===== config.mk =====
export PLATFORM = sky130hd
export DESIGN_NAME = bus_arbiter_top
export DESIGN_NICKNAME = d
export VERILOG_FILES = /design/src/rtl/bus_arb_pkg.sv /design/src/rtl/grant_if.sv /design/src/rtl/ack_if.sv /design/src/rtl/grant_arbiter.sv /design/src/rtl/ack_collector.sv /design/src/rtl/bus_status.sv /design/src/rtl/bus_arbiter_top.sv
export SDC_FILE = /design/constraint.sdc
export NUM_CORES = 1
export LEC_CHECK = 0
export BUFFER_PORTS_ARGS = -buffer_cell sky130_fd_sc_hd__clkbuf_2
export CORE_MARGIN = 2
export CORE_UTILIZATION = 54
export DETAILED_ROUTE_END_ITERATION = 12
export GPL_TIMING_DRIVEN = 0
export HOLD_SLACK_MARGIN = 0.12
export PLACE_DENSITY = 0.82
export SYNTH_ARGS = -nofsm -noshare
export SYNTH_HDL_FRONTEND = slang
export SYNTH_SLANG_ARGS = --single-unit
export TNS_END_PERCENT = 50

===== constraint.sdc =====
create_clock -name bus_clk -period 2.9 [get_ports bus_clk]
set_clock_uncertainty 0.1 [all_clocks]
set_input_delay 0.87 -clock bus_clk [delete_from_list [all_inputs] [get_ports bus_clk]]
set_output_delay 0.87 -clock bus_clk [all_outputs]
set_load 0.02 [all_outputs]

===== src/rtl/bus_arb_pkg.sv =====
`default_nettype none

package bus_arb_pkg;

   // Six requesters share the system bus
   localparam int n_req = 6;

   // Width of a requester index
   localparam int idx_w = 3;

   // Bit position of each requester in br, bg and cntrlr_ack
   localparam logic [idx_w-1:0] idx_icache = 3'd0;
   localparam logic [idx_w-1:0] idx_dcache = 3'd1;
   localparam logic [idx_w-1:0] idx_mem    = 3'd2;
   localparam logic [idx_w-1:0] idx_kbd    = 3'd3;
   localparam logic [idx_w-1:0] idx_dma    = 3'd4;
   localparam logic [idx_w-1:0] idx_spare  = 3'd5;

   // Priority from highest to lowest is mem, dcache, icache, kbd, dma, spare

   // Named view of one request or grant word
   // First field is the MSB, so icache lands on bit 0
   typedef struct packed {
      logic spare;
      logic dma;
      logic kbd;
      logic mem;
      logic dcache;
      logic icache;
   } req_bits_s;

   // One six-bit word seen either as a vector or by requester name
   typedef union packed {
      logic [n_req-1:0] vec;
      req_bits_s        bits;
   } req_word_u;

   // One-hot arbiter state
   typedef enum logic [1:0] {
      arb_idle = 2'b01,
      arb_busy = 2'b10
   } arb_state_e;

endpackage

`default_nettype wire


===== src/rtl/grant_if.sv =====
`timescale 1ns/1ps
`default_nettype none

// Grant state from the arbiter to the status block
interface grant_if;

   // Current one-hot grant or zero when the bus is free
   bus_arb_pkg::req_word_u grant;

   bus_arb_pkg::arb_state_e state;

   // Index of the granted requester while busy
   logic [bus_arb_pkg::idx_w-1:0] owner;

   // High for the cycle after each grant change
   logic switch_pulse;

   modport arb (
      output grant,
      output state,
      output owner,
      output switch_pulse
   );

   modport stat (
      input grant,
      input state,
      input owner,
      input switch_pulse
   );

endinterface

`default_nettype wire


===== src/rtl/ack_if.sv =====
`timescale 1ns/1ps
`default_nettype none

// Decoded acknowledge lines from the collector to the status block
interface ack_if;

   // At least one controller acknowledged this cycle
   logic ack_any;

   // Two or more controllers acknowledged together
   logic multi_ack;

   // Lowest acknowledging line
   logic [bus_arb_pkg::idx_w-1:0] ack_owner;

   // Raw acknowledge lines
   logic [bus_arb_pkg::n_req-1:0] ack_vec;

   modport coll (
      output ack_any,
      output multi_ack,
      output ack_owner,
      output ack_vec
   );

   modport stat (
      input ack_any,
      input multi_ack,
      input ack_owner,
      input ack_vec
   );

endinterface

`default_nettype wire


===== src/rtl/grant_arbiter.sv =====
`timescale 1ns/1ps
`default_nettype none

module grant_arbiter (
   input  logic                          bus_clk,
   input  logic                          rst_n,
   input  logic [bus_arb_pkg::n_req-1:0] br,
   grant_if.arb                          gnt
);

   bus_arb_pkg::req_word_u  req;
   bus_arb_pkg::req_word_u  pick;
   bus_arb_pkg::req_word_u  grant_d;
   bus_arb_pkg::req_word_u  grant_q;
   bus_arb_pkg::arb_state_e state_d;
   bus_arb_pkg::arb_state_e state_q;

   logic [bus_arb_pkg::idx_w-1:0] owner_d;
   logic [bus_arb_pkg::idx_w-1:0] owner_q;

   logic any_req;
   logic done;
   logic busy_switch;
   logic idle_switch;
   logic switch_master;
   logic switch_q;

   assign req.vec = br;
   assign any_req = |req.vec;

   // Holder has dropped its request
   assign done = |(grant_q.vec & ~req.vec);

   // New master is picked on leaving idle or when the holder is done
   assign busy_switch   = (state_q == bus_arb_pkg::arb_busy) && any_req && done;
   assign idle_switch   = (state_q == bus_arb_pkg::arb_idle) && any_req;
   assign switch_master = busy_switch || idle_switch;

   // Fixed priority picker
   always_comb begin
      pick = '0;
      if (req.bits.mem) begin
         pick.bits.mem = 1'b1;
      end else if (req.bits.dcache) begin
         pick.bits.dcache = 1'b1;
      end else if (req.bits.icache) begin
         pick.bits.icache = 1'b1;
      end else if (req.bits.kbd) begin
         pick.bits.kbd = 1'b1;
      end else if (req.bits.dma) begin
         pick.bits.dma = 1'b1;
      end else if (req.bits.spare) begin
         pick.bits.spare = 1'b1;
      end
   end

   // No requests at all clears the master
   always_comb begin
      if (!any_req) begin
         grant_d = '0;
      end else if (switch_master) begin
         grant_d = pick;
      end else begin
         grant_d = grant_q;
      end
   end

   assign state_d = any_req ? bus_arb_pkg::arb_busy : bus_arb_pkg::arb_idle;

   // One-hot grant to owner index
   always_comb begin
      owner_d = '0;
      if (grant_d.bits.icache) begin
         owner_d = bus_arb_pkg::idx_icache;
      end else if (grant_d.bits.dcache) begin
         owner_d = bus_arb_pkg::idx_dcache;
      end else if (grant_d.bits.mem) begin
         owner_d = bus_arb_pkg::idx_mem;
      end else if (grant_d.bits.kbd) begin
         owner_d = bus_arb_pkg::idx_kbd;
      end else if (grant_d.bits.dma) begin
         owner_d = bus_arb_pkg::idx_dma;
      end else if (grant_d.bits.spare) begin
         owner_d = bus_arb_pkg::idx_spare;
      end
   end

   always_ff @(posedge bus_clk) begin
      if (!rst_n) begin
         state_q  <= bus_arb_pkg::arb_idle;
         grant_q  <= '0;
         owner_q  <= '0;
         switch_q <= 1'b0;
      end else begin
         state_q  <= state_d;
         grant_q  <= grant_d;
         owner_q  <= owner_d;
         switch_q <= (grant_d.vec != grant_q.vec);
      end
   end

   assign gnt.grant        = grant_q;
   assign gnt.state        = state_q;
   assign gnt.owner        = owner_q;
   assign gnt.switch_pulse = switch_q;

endmodule

`default_nettype wire


===== src/rtl/ack_collector.sv =====
`timescale 1ns/1ps
`default_nettype none

module ack_collector (
   input  logic [bus_arb_pkg::n_req-1:0] cntrlr_ack,
   ack_if.coll                           ack
);

   logic [bus_arb_pkg::n_req-1:0] ack_less_one;
   logic [bus_arb_pkg::idx_w-1:0] low_idx;

   // Unified acknowledge
   assign ack.ack_any = |cntrlr_ack;

   // Clearing the lowest set bit leaves something only if two or more were set
   assign ack_less_one  = cntrlr_ack - 1'b1;
   assign ack.multi_ack = |(cntrlr_ack & ack_less_one);

   // Lowest acknowledging line wins, so scan downward and let later hits overwrite
   always_comb begin
      low_idx = '0;
      for (int i = bus_arb_pkg::n_req - 1; i >= 0; i--) begin
         if (cntrlr_ack[i]) begin
            low_idx = i[bus_arb_pkg::idx_w-1:0];
         end
      end
   end

   assign ack.ack_owner = low_idx;
   assign ack.ack_vec   = cntrlr_ack;

endmodule

`default_nettype wire


===== src/rtl/bus_status.sv =====
`timescale 1ns/1ps
`default_nettype none

module bus_status (
   input  logic  bus_clk,
   input  logic  rst_n,
   grant_if.stat gnt,
   ack_if.stat   ack,
   output logic  bus_ack,
   output logic  bus_busy,
   output logic  bus_error
);

   logic on_idle;
   logic foreign;
   logic stray;
   logic violation;
   logic error_q;

   assign bus_ack  = ack.ack_any;
   assign bus_busy = |gnt.grant.vec;

   assign on_idle = (gnt.state == bus_arb_pkg::arb_idle);

   // Acknowledge index does not match the granted requester
   assign foreign = (ack.ack_owner != gnt.owner);

   // Any acknowledge line outside the grant vector
   assign stray = |(ack.ack_vec & ~gnt.grant.vec);

   assign violation = ack.ack_any && (ack.multi_ack || foreign || stray || on_idle);

   // Error pulse one cycle after the offending acknowledge
   always_ff @(posedge bus_clk) begin
      if (!rst_n) begin
         error_q <= 1'b0;
      end else begin
         error_q <= violation;
      end
   end

   assign bus_error = error_q;

endmodule

`default_nettype wire


===== src/rtl/bus_arbiter_top.sv =====
`timescale 1ns/1ps
`default_nettype none

module bus_arbiter_top (
   input  logic                          bus_clk,
   input  logic                          rst_n,
   input  logic [bus_arb_pkg::n_req-1:0] br,
   input  logic [bus_arb_pkg::n_req-1:0] cntrlr_ack,
   output logic [bus_arb_pkg::n_req-1:0] bg,
   output logic                          bus_ack,
   output logic                          bus_busy,
   output logic                          bus_error
);

   grant_if gnt_bus ();
   ack_if   ack_bus ();

   // Grant side
   grant_arbiter arbiter_u (
      .bus_clk (bus_clk),
      .rst_n   (rst_n),
      .br      (br),
      .gnt     (gnt_bus.arb)
   );

   // Purely combinational acknowledge side
   ack_collector collector_u (
      .cntrlr_ack (cntrlr_ack),
      .ack        (ack_bus.coll)
   );

   bus_status status_u (
      .bus_clk   (bus_clk),
      .rst_n     (rst_n),
      .gnt       (gnt_bus.stat),
      .ack       (ack_bus.stat),
      .bus_ack   (bus_ack),
      .bus_busy  (bus_busy),
      .bus_error (bus_error)
   );

   assign bg = gnt_bus.grant.vec;

endmodule

`default_nettype wire


# ---- Word-level counts from Yosys, hierarchy flattened
# Cells that the tools add are included.
dict set report totals {
  regBits 12
  output_inout_bits 9
  elab_cells 60
}
dict set report classes {
  n_mux 27
  bitwise 6
  add_sub_neg 1
  reduce_logical 17
  eq_ne 3
}
# cell count
set op_table {}
lappend op_table {{$reduce_or A6 Y1} 6}
lappend op_table {{$mux W3} 11}
lappend op_table {{$and A6 B6 Y6} 3}
lappend op_table {{$mux W6} 2}
lappend op_table {{$not A6 Y6} 2}
lappend op_table {{$mux W2} 5}
lappend op_table {{$mux W1} 9}
lappend op_table {{$sub A6 B1 Y6 const B} 1}
lappend op_table {{$reduce_or A5 Y1} 1}
lappend op_table {{$logic_and A1 B1 Y1} 4}
lappend op_table {{$logic_or A1 B1 Y1} 4}
lappend op_table {{$ne A3 B3 Y1} 1}
lappend op_table {{$reduce_or A3 Y1} 1}
lappend op_table {{$eq A2 B1 Y1 const B} 1}
lappend op_table {{$eq A2 B2 Y1 const B} 1}
lappend op_table {{$reduce_or A2 Y1} 1}
lappend op_table {{$not A1 Y1} 1}

# ---- Depth between registers and ports, before layout
# Gate-level depths: netlist (run 1).
dict set report logic_depth {
  ltp_word 13
  mapped_depth 6
  mapped_depth_nobuf 5
}

# ---- Hierarchy
# A second synthesis (run 1) with hierarchy kept.
dict set report hier_totals {
  hier_cells 141
  area_unflattened_um2 1132.3
}
# mod cells_per_inst area_per_inst_um2 n_inst seq_area_each_um2
set by_module_without_submodules {}
lappend by_module_without_submodules {grant_arbiter 98 853.3 1 240.2}
lappend by_module_without_submodules {bus_status 20 146.4 1 20.0}
lappend by_module_without_submodules {ack_collector 23 132.6 1 0.0}

# ---- Worst setup path after synthesis (run 1)
# Ideal clock, no wire load.
dict set report synth_timing {
  path_kind {input-to-output}
  start {input cntrlr_ack[1] (netlist bit)}
  end {output bus_ack}
  arrival_ns 1.400
  n_path_buf 0
  setup_slack_ns 0.530
  required_time_ns 1.930
  stages 2
  cell_sequence {nor4_1 -> nand2_1}
}
dict set report synth_between {
  elab_chain_len 1
}
# item line_no
set synth_lines {}
lappend synth_lines {{start: declaration} bus_arbiter_top.sv:8} ;# input logic [bus_arb_pkg::n_req-1:0] cntrlr_ack,
lappend synth_lines {{$reduce_or A6 Y1} ack_collector.sv:13} ;# assign ack.ack_any = |cntrlr_ack;
lappend synth_lines {{end: declaration} bus_arbiter_top.sv:10} ;# output logic bus_ack,
# Every way passes these cells.

# ---- Worst setup path after layout (run 1)
dict set report layout_timing {
  start {input cntrlr_ack[0] (netlist bit)}
  end {output bus_ack}
}
# Same word-level chain as after synthesis.

==> results.md, run 1 <==
- Outcome: completed
- CTS sink cnt: 12
- Root Driver: clkbuf_4
- Largest net degree at the start of global routing: 11
- Synth Cell Area: just over 800 um^2
- Crit-path slowest cell: nor4_1
- Area growth syn-to-layout: 19.8%
- Post-synth top area cell: dfxtp_1
- Asr flop ratio synth: 0%
- CP Capture Type: primary output
- Worst Max-Slew Pin Slew: slightly below 0.4 ns
- VDD IR-drop max: between 300 and 400 uV
- CP cell instances: clkbuf_2, nor4_1, nand2_1, clkbuf_2
- Total number of vias: 891
- # Post-CTS Setup Buffers: 0
- Worst path top cell family by delay: simple AND/OR/NAND/NOR gates
- Routed WL: roughly 2000 um
- Mapped Nets: about 120
- Fmax: approximately 380 MHz
- Std cell rows: 14
- CTS HTree Levels: 1
- Worst hold endpoint: status_u.bus_error
- DRT antenna net count: 0
- Longest Clk Path Bufs: 2
- Worst path arrival time: 1.63 ns
- Synth top area share: between 20 and 30%
- Chip width: between 40 and 50 um
- Fin crit period: 2.60 ns
- Slew HR: between 70% and 80%
- Mean Syn Cell Area: between 7 and 8 um^2
- Final slew viol count: 0
- Critical path class: input port to primary output
- Vias in the first global route: a little over 800
- Gp weighted congestion: between 0.8 and 0.9
- Unrepaired setup endpoints after global routing: no
- Final HPWL DP: roughly 1600 um
- Initial core utilization: a little under three fifths
- Yosys cell types: 35
- Most used cell, CP: clkbuf_2
- Crit Reg-Reg Endpoint: arbiter_u.gnt.grant[5]
- Worst Path Required: about 1.9 ns
- Placement Setup Slack: between 0.3 and 0.4 ns
- Port bufs: 21
- Power Dens Cells: between 400 and 500 nW/um^2
- Reg2reg start: arbiter_u.gnt.grant[1]
- DR vias/cell: just over 6
- Post-DR wirelength/cell: ~14 um
- Startpoint Class: input port
- Largest cells by area after synthesis: dfxtp_1 30%, nor2_1 7.4%, mux2i_1 6.2%, inv_1 5.1%, a21oi_1 4.3%
- DRT Pass-1 Iters: 4
- Clk Latency, worst-skew pair: ~0.28 ns
- Setup Total Neg Slack: 0 ns
- Number of flops mapped to enable cells by yosys: 0
- Die height: approximately 43 um
- Final period util: about nine tenths
- Clock-pin slew of the registers on the worst-case setup and hold paths: 0.07 ns
- TritonCTS clock tree: done
- Crit-path max cell delay: ~0.35 ns
- Setup ws final: roughly 0.3 ns
- Ratio of cells with drive above 1 in the final layout: 26.4%
- Main synth FF type: dfxtp_1
- Final nets: roughly 140
- Syn. warnings: 0
- Tot GR Track Use: between 20% and 30%
- Core ar.: between 1000 and 1500 um^2
- Hold Path Class: register to register
- Die ar.: between 1500 and 2000 um^2
- Antenna violations before repair: 0
- DRC violations left: 0
- R2R cell count: 6
- Gr ovfl total: 0
- Fin. Hold Viols: 0
- # hold bufs at CTS: 0
- Seq/Total Area, Yosys: between 20% and 30%
- Initial drt markers: 47
- Boundary Pins: 23
- Post-route cell area: between 900 and 1000 um^2
- Antenna cells: 0
- Finish-stage setup viols: 0
- Hold Path Depth: 2
- Total clock buffers created by CTS: 3
- Beginning of the worst hold path: arbiter_u.gnt.owner[0]
- Worst path bufs/invs: 2
- Yosys reg bits: 12
- Global-route wire length before repair: around 3500 um
- Post-cts sizing count: 0
- R2R Setup Slk: 1.04 ns
- Syn Inst Count: about 100
- Area of placed instances: 938 um^2
- Max_cap viols: 0
- Hold_ws: ~0.45 ns
- Maximum fanout along the worst path: 5
- Lkg Pwr: roughly 0.00042 uW
[cell usage after synthesis (all sizes together) (3+ instances only)]
library cell and instances:
o21bai 4, buf 3, dfxtp 12, inv 11, a21oi 7, nor2 16, o21ai 3, nor4 3
nand2 8, mux2i 5
[placed cells by master (no fill, tap or decap), types with 2 or more instances in the layout]
cell type	synthesis	routed
clkbuf_2	0	21
nor2_1	16	16
dfxtp_1	12	12
inv_1	11	11
nand2_1	8	8
a21oi_1	7	7
mux2i_1	5	5
o21bai_1	4	4
nor4_1	3	3
buf_2	3	3
o21ai_0	3	3
clkbuf_4	0	3
nand2b_1	2	2
nor3b_1	2	2
o211ai_1	2	2
a21o_1	2	2
a22oi_1	2	2
a211oi_1	2	2
nor3_1	2	2
[area by class of cell]
class	count	area, um^2
plain buffers	3	15.0
clock buffers	4	36.3
fillers	139	479
inverters	11	41.3
multi-input cells	78	517
flip-flops and latches	12	240
well taps	16	20.0
repair buffers	21	105
[per-layer routing]
layer / up-vias / share of wire [%] / GRT usage [%]
met5: - / 0 / 0
met4: 0 / 3.0 / 16.3
met3: 9 / 6.5 / 2.98
met2: 47 / 48 / 39.4
met1: 403 / 43 / 33.2
li1: 432 / - / -
[registers in the layout, indices dropped and copies added, names as in the netlist]
signal               flops
arbiter_u.gnt.grant      6
arbiter_u.gnt.state      2
status_u.bus_error       1
arbiter_u.gnt.owner      3
[per-stage QoR]
stage | utilization (%) | power (uW) | cells
5_1_grt | 67.0 | 444 | 145
4_1_cts | 67.0 | 422 | 145
3_3_place_gp | 64.5 | 286 | 141
6_report | 67.0 | 422 | 145
2_1_floorplan | - | 255 | 104
3_5_place_dp | 64.5 | 289 | 141
[tightest hold or removal path: stages (launching register included)]
cell and delay (ns):
dfxtp_1 0.33, xnor2_1 0.11, a31oi_1 0.06
[cells by family (layout without fill, tap and decap cells)]
family / after synthesis / count (layout) / share of synthesized area, %
compound gates: 31 / 31 / 30.0
xor+xnor: 2 / 2 / 2.15
buf+inv: 14 / 39 / 6.92
flops: 12 / 12 / 29.5
mux: 6 / 6 / 7.54
simple gates: 39 / 39 / 23.8
[worst max-delay path by stage]
| stage | startpoint | to | slack, ns | depth (start not counted) |
|---|---|---|---|---|
| finish | cntrlr_ack[0] | bus_ack | 0.30 | 4 |
| global route | cntrlr_ack[0] | bus_ack | 0.21 | 4 |
| CTS | cntrlr_ack[0] | bus_ack | 0.30 | 4 |
| detailed placement | cntrlr_ack[0] | bus_ack | 0.30 | 4 |
| global placement | cntrlr_ack[0] | bus_ack | 0.30 | 4 |
| floorplan | cntrlr_ack[1] | bus_ack | 0.53 | 2 |
[power breakdown]
group	internal [uW]	total (uW)	leakage, uW	switching, uW
combinational	43.5	107	0.000301	63.8
clock	76.4	134	0.0000210	57.8
sequential	173	180	0.0000983	6.98
total	293	422	0.000420	129
No activity file was read; power rests on OpenSTA's default activity.
==> inputs of run 2 (changes only) <==
--- a/config.mk
+++ b/config.mk
@@ -6,12 +6,12 @@
 export NUM_CORES = 1
 export LEC_CHECK = 0
 export BUFFER_PORTS_ARGS = -buffer_cell sky130_fd_sc_hd__clkbuf_2
-export CORE_MARGIN = 2
+export CORE_MARGIN = 4
 export CORE_UTILIZATION = 54
 export DETAILED_ROUTE_END_ITERATION = 12
 export GPL_TIMING_DRIVEN = 0
 export HOLD_SLACK_MARGIN = 0.12
-export PLACE_DENSITY = 0.82
+export PLACE_DENSITY_LB_ADDON = 0.05
 export SYNTH_ARGS = -nofsm -noshare
 export SYNTH_HDL_FRONTEND = slang
 export SYNTH_SLANG_ARGS = --single-unit
==> results.md, run 2 (same netlist as run 1, synthesis figures left out) <==
- Clock-pin slew of the registers on the worst-case setup and hold paths: 0.09 ns (+0.02 ns)
- Layout filler cell count: 114 (-18%)
- DRT Pass-1 Iters: 4 (unchanged)
- VDD IR-drop max: 316 uV (-4.2%)
- Total clock buffers created by CTS: 3 (unchanged)
- Most common cell after layout, fill and taps aside: clkbuf_2
- Unrepaired setup endpoints after global routing: no
- Beginning of the worst hold path: arbiter_u.gnt.owner[0]
- Hold Path Depth: 2 (unchanged)
- Maximum fanout along the worst path: 5 (unchanged)
- Number of standard cells in the layout, taps in and fillers out: 144 (-0.69%)
- TritonCTS clock tree: done
- Longest Clk Path Bufs: 2 (unchanged)
- Multi-input logic area: 517 um^2 (unchanged)
- Critical path class: input port to primary output
- Final nets: 144 (unchanged)
- # hold bufs at CTS: 0 (unchanged)
- Root Driver: clkbuf_4
- Post-cts sizing count: 0 (unchanged)
- Final period util: 91.2% (+1.6 points)
- Final HPWL DP: 1530 um (-3.6%)
- CTS sink cnt: 12 (unchanged)
- Routed WL: 2030 um (+0.80%)
- Vias in the first global route: 830 (+2.3%)
- Setup Total Neg Slack: 0 ns (unchanged)
- Switching share of power: 31.0% (+0.47 points)
- Worst Max-Slew Pin Slew: 0.379 ns (-0.00869 ns)
- Setup ws final: 0.255 ns (-0.0459 ns)
- Hold Path Class: register to register
- Worst Path Required: 1.93 ns (about the same)
- Total number of vias: 859 (-3.6%)
- R2R Setup Slk: 1.07 ns (+0.03 ns)
- Finish-stage setup viols: 0 (unchanged)
- Port bufs: 21 (unchanged)
- Global-route wire length before repair: 3560 um (+1.4%)
- Placement Setup Slack: 0.268 ns (-0.0330 ns)
- # Post-CTS Setup Buffers: 0 (unchanged)
- Most used cell, CP: clkbuf_2
- CTS HTree Levels: 1 (unchanged)
- Crit-path slowest cell: nor4_1
- Worst hold endpoint: status_u.bus_error
- DRC violations left: 0 (unchanged)
- Final slew viol count: 0 (unchanged)
- Clk Latency, worst-skew pair: 0.28 ns (about the same)
- Power Dens Cells: 436 nW/um^2 (+0.80%)
- Largest net degree at the start of global routing: 11 (unchanged)
- Startpoint Class: input port
- Boundary Pins: 23 (unchanged)
- Area growth syn-to-layout: 19.7%
- Gr ovfl total: 0 (unchanged)
- Most frequent cells in the layout: 21 x clkbuf_2, 16 x nor2_1, 12 x dfxtp_1
- Slew HR: 74.5% (+0.58 points)
- Fin. Hold Viols: 0 (unchanged)
- Reg2reg start: arbiter_u.gnt.grant[1]
- CP cell instances: clkbuf_2, nor4_1, nand2_1, clkbuf_2
- Outcome: completed
- Antenna cells: 0 (unchanged)
- Die ar.: 2190 um^2 (+20%)
- Core ar.: 1370 um^2 (-6.0%)
- Register share of total power: 42.5% (-0.2 points)
- Initial drt markers: 25 (-47%)
- Fmax: 378 MHz (-1.7%)
- Std cell rows: 13 (-1)
- Largest register FFs: 6 (unchanged)
- Combinational fraction of design power: 24.9% (-0.6 points)
- Max_cap viols: 0 (unchanged)
- Clock share of power: 32.6% (+0.7 points)
- Chip width: 46.8 um (+9.3%)
- DR vias/cell: 5.97 (-2.9%)
- Gp weighted congestion: 0.891 (about the same)
- Fin crit period: 2.65 ns (+0.0459 ns)
- Lkg Pwr: 0.000420 uW (unchanged)
- CP Capture Type: primary output
- Tot GR Track Use: 22.3% (-3.2 points)
- P_int: 293 uW (about the same)
- Crit-path max cell delay: 0.38 ns (+0.03 ns)
- DRT antenna net count: 0 (unchanged)
- Initial core utilization: 59.5% (+3.6 points)
- Ratio of cells with drive above 1 in the final layout: 26.4% (unchanged)
- Post-DR wirelength/cell: 14.1 um (+1.5%)
- Worst path arrival time: 1.68 ns (+0.05 ns)
- Placed insts: 140 (-0.71%)
- Crit Reg-Reg Endpoint: arbiter_u.gnt.owner[0]
- Antenna violations before repair: 0 (unchanged)
- Sw power: 132 uW (+2.2%)
- Reg area: 240 um^2 (unchanged)
- R2R cell count: 5 (-1)
- Die height: 46.8 um (+9.3%)
run 2: cell counts in the layout (fill, tap and decap cells not counted):
Identical to the previous run, type by type.
run 2: per-stage QoR:
stage / hold WS (ns) / cell area (um^2) / util [%] / total power [uW]
3_5_place_dp: 0.446 / 937 / 68.6 / 289
6_report: 0.464 / 973 / 71.2 / 424
2_1_floorplan: 0.404 / 813 / - / 255
3_3_place_gp: 0.455 / 937 / 68.6 / 287
4_1_cts: 0.466 / 973 / 71.2 / 426
5_1_grt: 0.521 / 973 / 71.2 / 447
run 2: per-layer routing:
metal	global-route usage, %	vias up	share of wire, %
met5	0	-	0
met4	8.29	0	1.4
met3	3.07	5	7.3
met2	36.0	32	45
met1	30.1	397	46
li1	-	425	-
run 2: cell type report:
cell class | instances | area share, %
multi-input combinational | 78 | 53.1
inverter | 11 | 4.24
tap | 15 | 1.93
buffer | 3 | 1.54
clock buffer | 4 | 3.73
sequential | 12 | 24.7
timing repair buffer | 21 | 10.8
run 2: worst max-delay path: cells and delay by family:
family | cells | cell delay, ns
and+or+nand+nor | 2 | 0.51
buffers and inverters | 2 | 0.29
run 2: power by group through the flow:
stage                     Clock (uW)  Combinational, uW  Sequential, uW
final                            139                106             180
after global routing             147                118             182
after CTS                        140                106             180
after detailed placement           0                105             184
after global placement             0                103             184
after floorplan                    0               67.2             187
run 2: worst max-delay path by stage:
| stage | cells past startpoint | from | slack, ns | end |
|---|---|---|---|---|
| 3_5_place_dp | 4 | cntrlr_ack[0] | 0.27 | bus_ack |
| 5_1_grt | 4 | cntrlr_ack[1] | 0.13 | bus_ack |
| 6_report | 4 | cntrlr_ack[0] | 0.25 | bus_ack |
| 2_1_floorplan | 2 | cntrlr_ack[1] | 0.53 | bus_ack |
| 4_1_cts | 4 | cntrlr_ack[0] | 0.26 | bus_ack |
| 3_3_place_gp | 4 | cntrlr_ack[0] | 0.29 | bus_ack |
==> inputs of run 3 (changes only) <==
--- a/config.mk
+++ b/config.mk
@@ -11,7 +11,7 @@
 export DETAILED_ROUTE_END_ITERATION = 12
 export GPL_TIMING_DRIVEN = 0
 export HOLD_SLACK_MARGIN = 0.12
-export PLACE_DENSITY_LB_ADDON = 0.05
+export PLACE_DENSITY_LB_ADDON = 0.15
 export SYNTH_ARGS = -nofsm -noshare
 export SYNTH_HDL_FRONTEND = slang
 export SYNTH_SLANG_ARGS = --single-unit
==> results.md, run 3 (same netlist as run 1, synthesis figures left out) <==
- Outcome: completed
- Routed WL: 2050 um (+0.84%)
- Fmax: 381 MHz (+0.77%)
- Combinational fraction of design power: 25.3% (+0.4 points)
- Global-route wire length before repair: 3420 um (-4.1%)
- Clock share of power: 32.2% (-0.4 points)
- VDD IR-drop max: 261 uV (-17%)
- Maximum fanout along the worst path: 5 (unchanged)
- Crit Reg-Reg Endpoint: arbiter_u.gnt.owner[2]
- Root Driver: clkbuf_4
- Most common cell after layout, fill and taps aside: clkbuf_2
- CP Capture Type: primary output
- Met2 GRT Util: 35.5% (-0.54 points)
- Final nets: 144 (unchanged)
- Chip width: 46.8 um (unchanged)
- Most frequent cells in the layout: 21 x clkbuf_2, 16 x nor2_1, 12 x dfxtp_1
- Final HPWL DP: 1620 um (+6.3%)
- Initial drt markers: 32 (+28%)
- Clk Latency, worst-skew pair: 0.29 ns (about the same)
- Worst path top cell family by delay: simple AND/OR/NAND/NOR gates
- Worst Path Required: 1.93 ns (about the same)
- Largest register FFs: 6 (unchanged)
- GRT met1 Usage: 27.3% (-2.8 points)
- TritonCTS clock tree: done
- P_int: 293 uW (about the same)
- Register share of total power: 42.6% (about the same)
- Vias in the first global route: 793 (-4.5%)
- Antenna cells: 0 (unchanged)
- Beginning of the worst hold path: arbiter_u.gnt.owner[0]
- Tot GR Track Use: 22.2% (-0.095 points)
- Startpoint Class: input port
- Finish-stage setup viols: 0 (unchanged)
- Largest net degree at the start of global routing: 11 (unchanged)
- Unrepaired setup endpoints after global routing: no
- DRC violations left: 0 (unchanged)
- Die height: 46.8 um (unchanged)
- Busiest grt layer: met2
- Switching share of power: 30.8% (-0.21 points)
- Ratio of cells with drive above 1 in the final layout: 26.4% (unchanged)
- Setup ws final: 0.275 ns (+0.0201 ns)
- # hold bufs at CTS: 0 (unchanged)
- R2R cell count: 6 (+1)
- Gp weighted congestion: 0.900 (+1.1%)
- Longest Clk Path Bufs: 2 (unchanged)
- Final period util: 90.5% (-0.69 points)
- CTS sink cnt: 12 (unchanged)
- Post-cts sizing count: 0 (unchanged)
- Slew HR: 75.5% (+1.1 points)
- # Post-CTS Setup Buffers: 0 (unchanged)
- Reg2reg start: arbiter_u.gnt.grant[1]
- Placement Setup Slack: 0.282 ns (+0.0135 ns)
- Initial core utilization: 59.5% (unchanged)
- Setup Total Neg Slack: 0 ns (unchanged)
- Crit-path max cell delay: 0.36 ns (-0.02 ns)
- Core ar.: 1370 um^2 (unchanged)
- R2R Setup Slk: 1.06 ns (about the same)
- Critical path class: input port to primary output
- Post-DR wirelength/cell: 14.2 um (+0.84%)
- Fin crit period: 2.62 ns (-0.0201 ns)
- Total clock buffers created by CTS: 3 (unchanged)
- DRT antenna net count: 0 (unchanged)
- Lkg Pwr: 0.000420 uW (unchanged)
- Worst path arrival time: 1.65 ns (-0.03 ns)
- Std cell rows: 13 (unchanged)
- DRT Pass-1 Iters: 4 (unchanged)
- DR vias/cell: 6.13 (+2.8%)
- Worst Max-Slew Pin Slew: 0.363 ns (-0.0157 ns)
- Sw power: 130 uW (-0.91%)
- Most used cell, CP: clkbuf_2
- CP cell instances: clkbuf_2, nor4_1, nand2_1, clkbuf_2
- Fin. Hold Viols: 0 (unchanged)
- Antenna violations before repair: 0 (unchanged)
- GR met3 Demand/Resource: 7.66% (+4.6 points)
- Power Dens Cells: 435 nW/um^2 (-0.24%)
- Port bufs: 21 (unchanged)
- Area growth syn-to-layout: 19.7% (unchanged)
- Hold Path Class: register to register
- Crit-path slowest cell: nor4_1
- Hold Path Depth: 2 (unchanged)
- Final slew viol count: 0 (unchanged)
- CTS HTree Levels: 1 (unchanged)
- Total number of vias: 883 (+2.8%)
- Worst path bufs/invs: 2 (unchanged)
- Worst hold endpoint: status_u.bus_error
- Gr ovfl total: 0 (unchanged)
- Clock-pin slew of the registers on the worst-case setup and hold paths: 0.08 ns (about the same)
- Die ar.: 2190 um^2 (unchanged)
- Max_cap viols: 0 (unchanged)
- Boundary Pins: 23 (unchanged)
run 3: cell counts in the layout (fill, tap and decap cells not counted):
No cell type changed its count.
run 3: worst max path at each step:
stage | start | end | slack [ns] | cells past startpoint
2_1_floorplan | cntrlr_ack[1] | bus_ack | 0.53 | 2
6_report | cntrlr_ack[0] | bus_ack | 0.28 | 4
5_1_grt | cntrlr_ack[0] | bus_ack | 0.18 | 4
3_5_place_dp | cntrlr_ack[0] | bus_ack | 0.28 | 4
4_1_cts | cntrlr_ack[0] | bus_ack | 0.28 | 4
3_3_place_gp | cntrlr_ack[0] | bus_ack | 0.31 | 4
run 3: metrics by stage:
stage	util [%]	area (um^2)	total power [uW]	cells	hold slack, ns
after global routing	71.2	973	450	144	0.499
after detailed placement	68.6	937	290	140	0.453
after global placement	68.6	937	286	140	0.450
after floorplan	-	813	255	104	0.404
final	71.2	973	423	144	0.460
after CTS	71.2	973	427	144	0.466
run 3: layout make-up:
class                   count  area, um^2
multi-input cells          78         517
fillers                   131         393
plain buffers               3        15.0
flip-flops and latches     12         240
well taps                  15        18.8
repair buffers             21         105
clock buffers               4        36.3
inverters                  11        41.3
run 3: layer usage:
| metal | vias up | wire, um |
|---|---|---|
| met5 | - | 0 |
| met4 | 0 | 15 |
| met3 | 2 | 202 |
| met2 | 41 | 997 |
| met1 | 410 | 830 |
| li1 | 430 | - |
run 3: worst reg2reg max path: cells and delay by family (launching register included):
family / cells / cell delay [ns]
AOI/OAI and AO/OA: 3 / 0.76
buffers and inverters: 2 / 0.39
DFF: 1 / 0.41
and+or+nand+nor: 1 / 0.11
run 3: power by group through the flow:
stage                     clock network, uW  registers [uW]  logic (uW)
final                                   136             180         107
after global routing                    151             182         118
after CTS                               140             180         106
after detailed placement                  0             184         106
after global placement                    0             184         102
after floorplan                           0             187        67.2
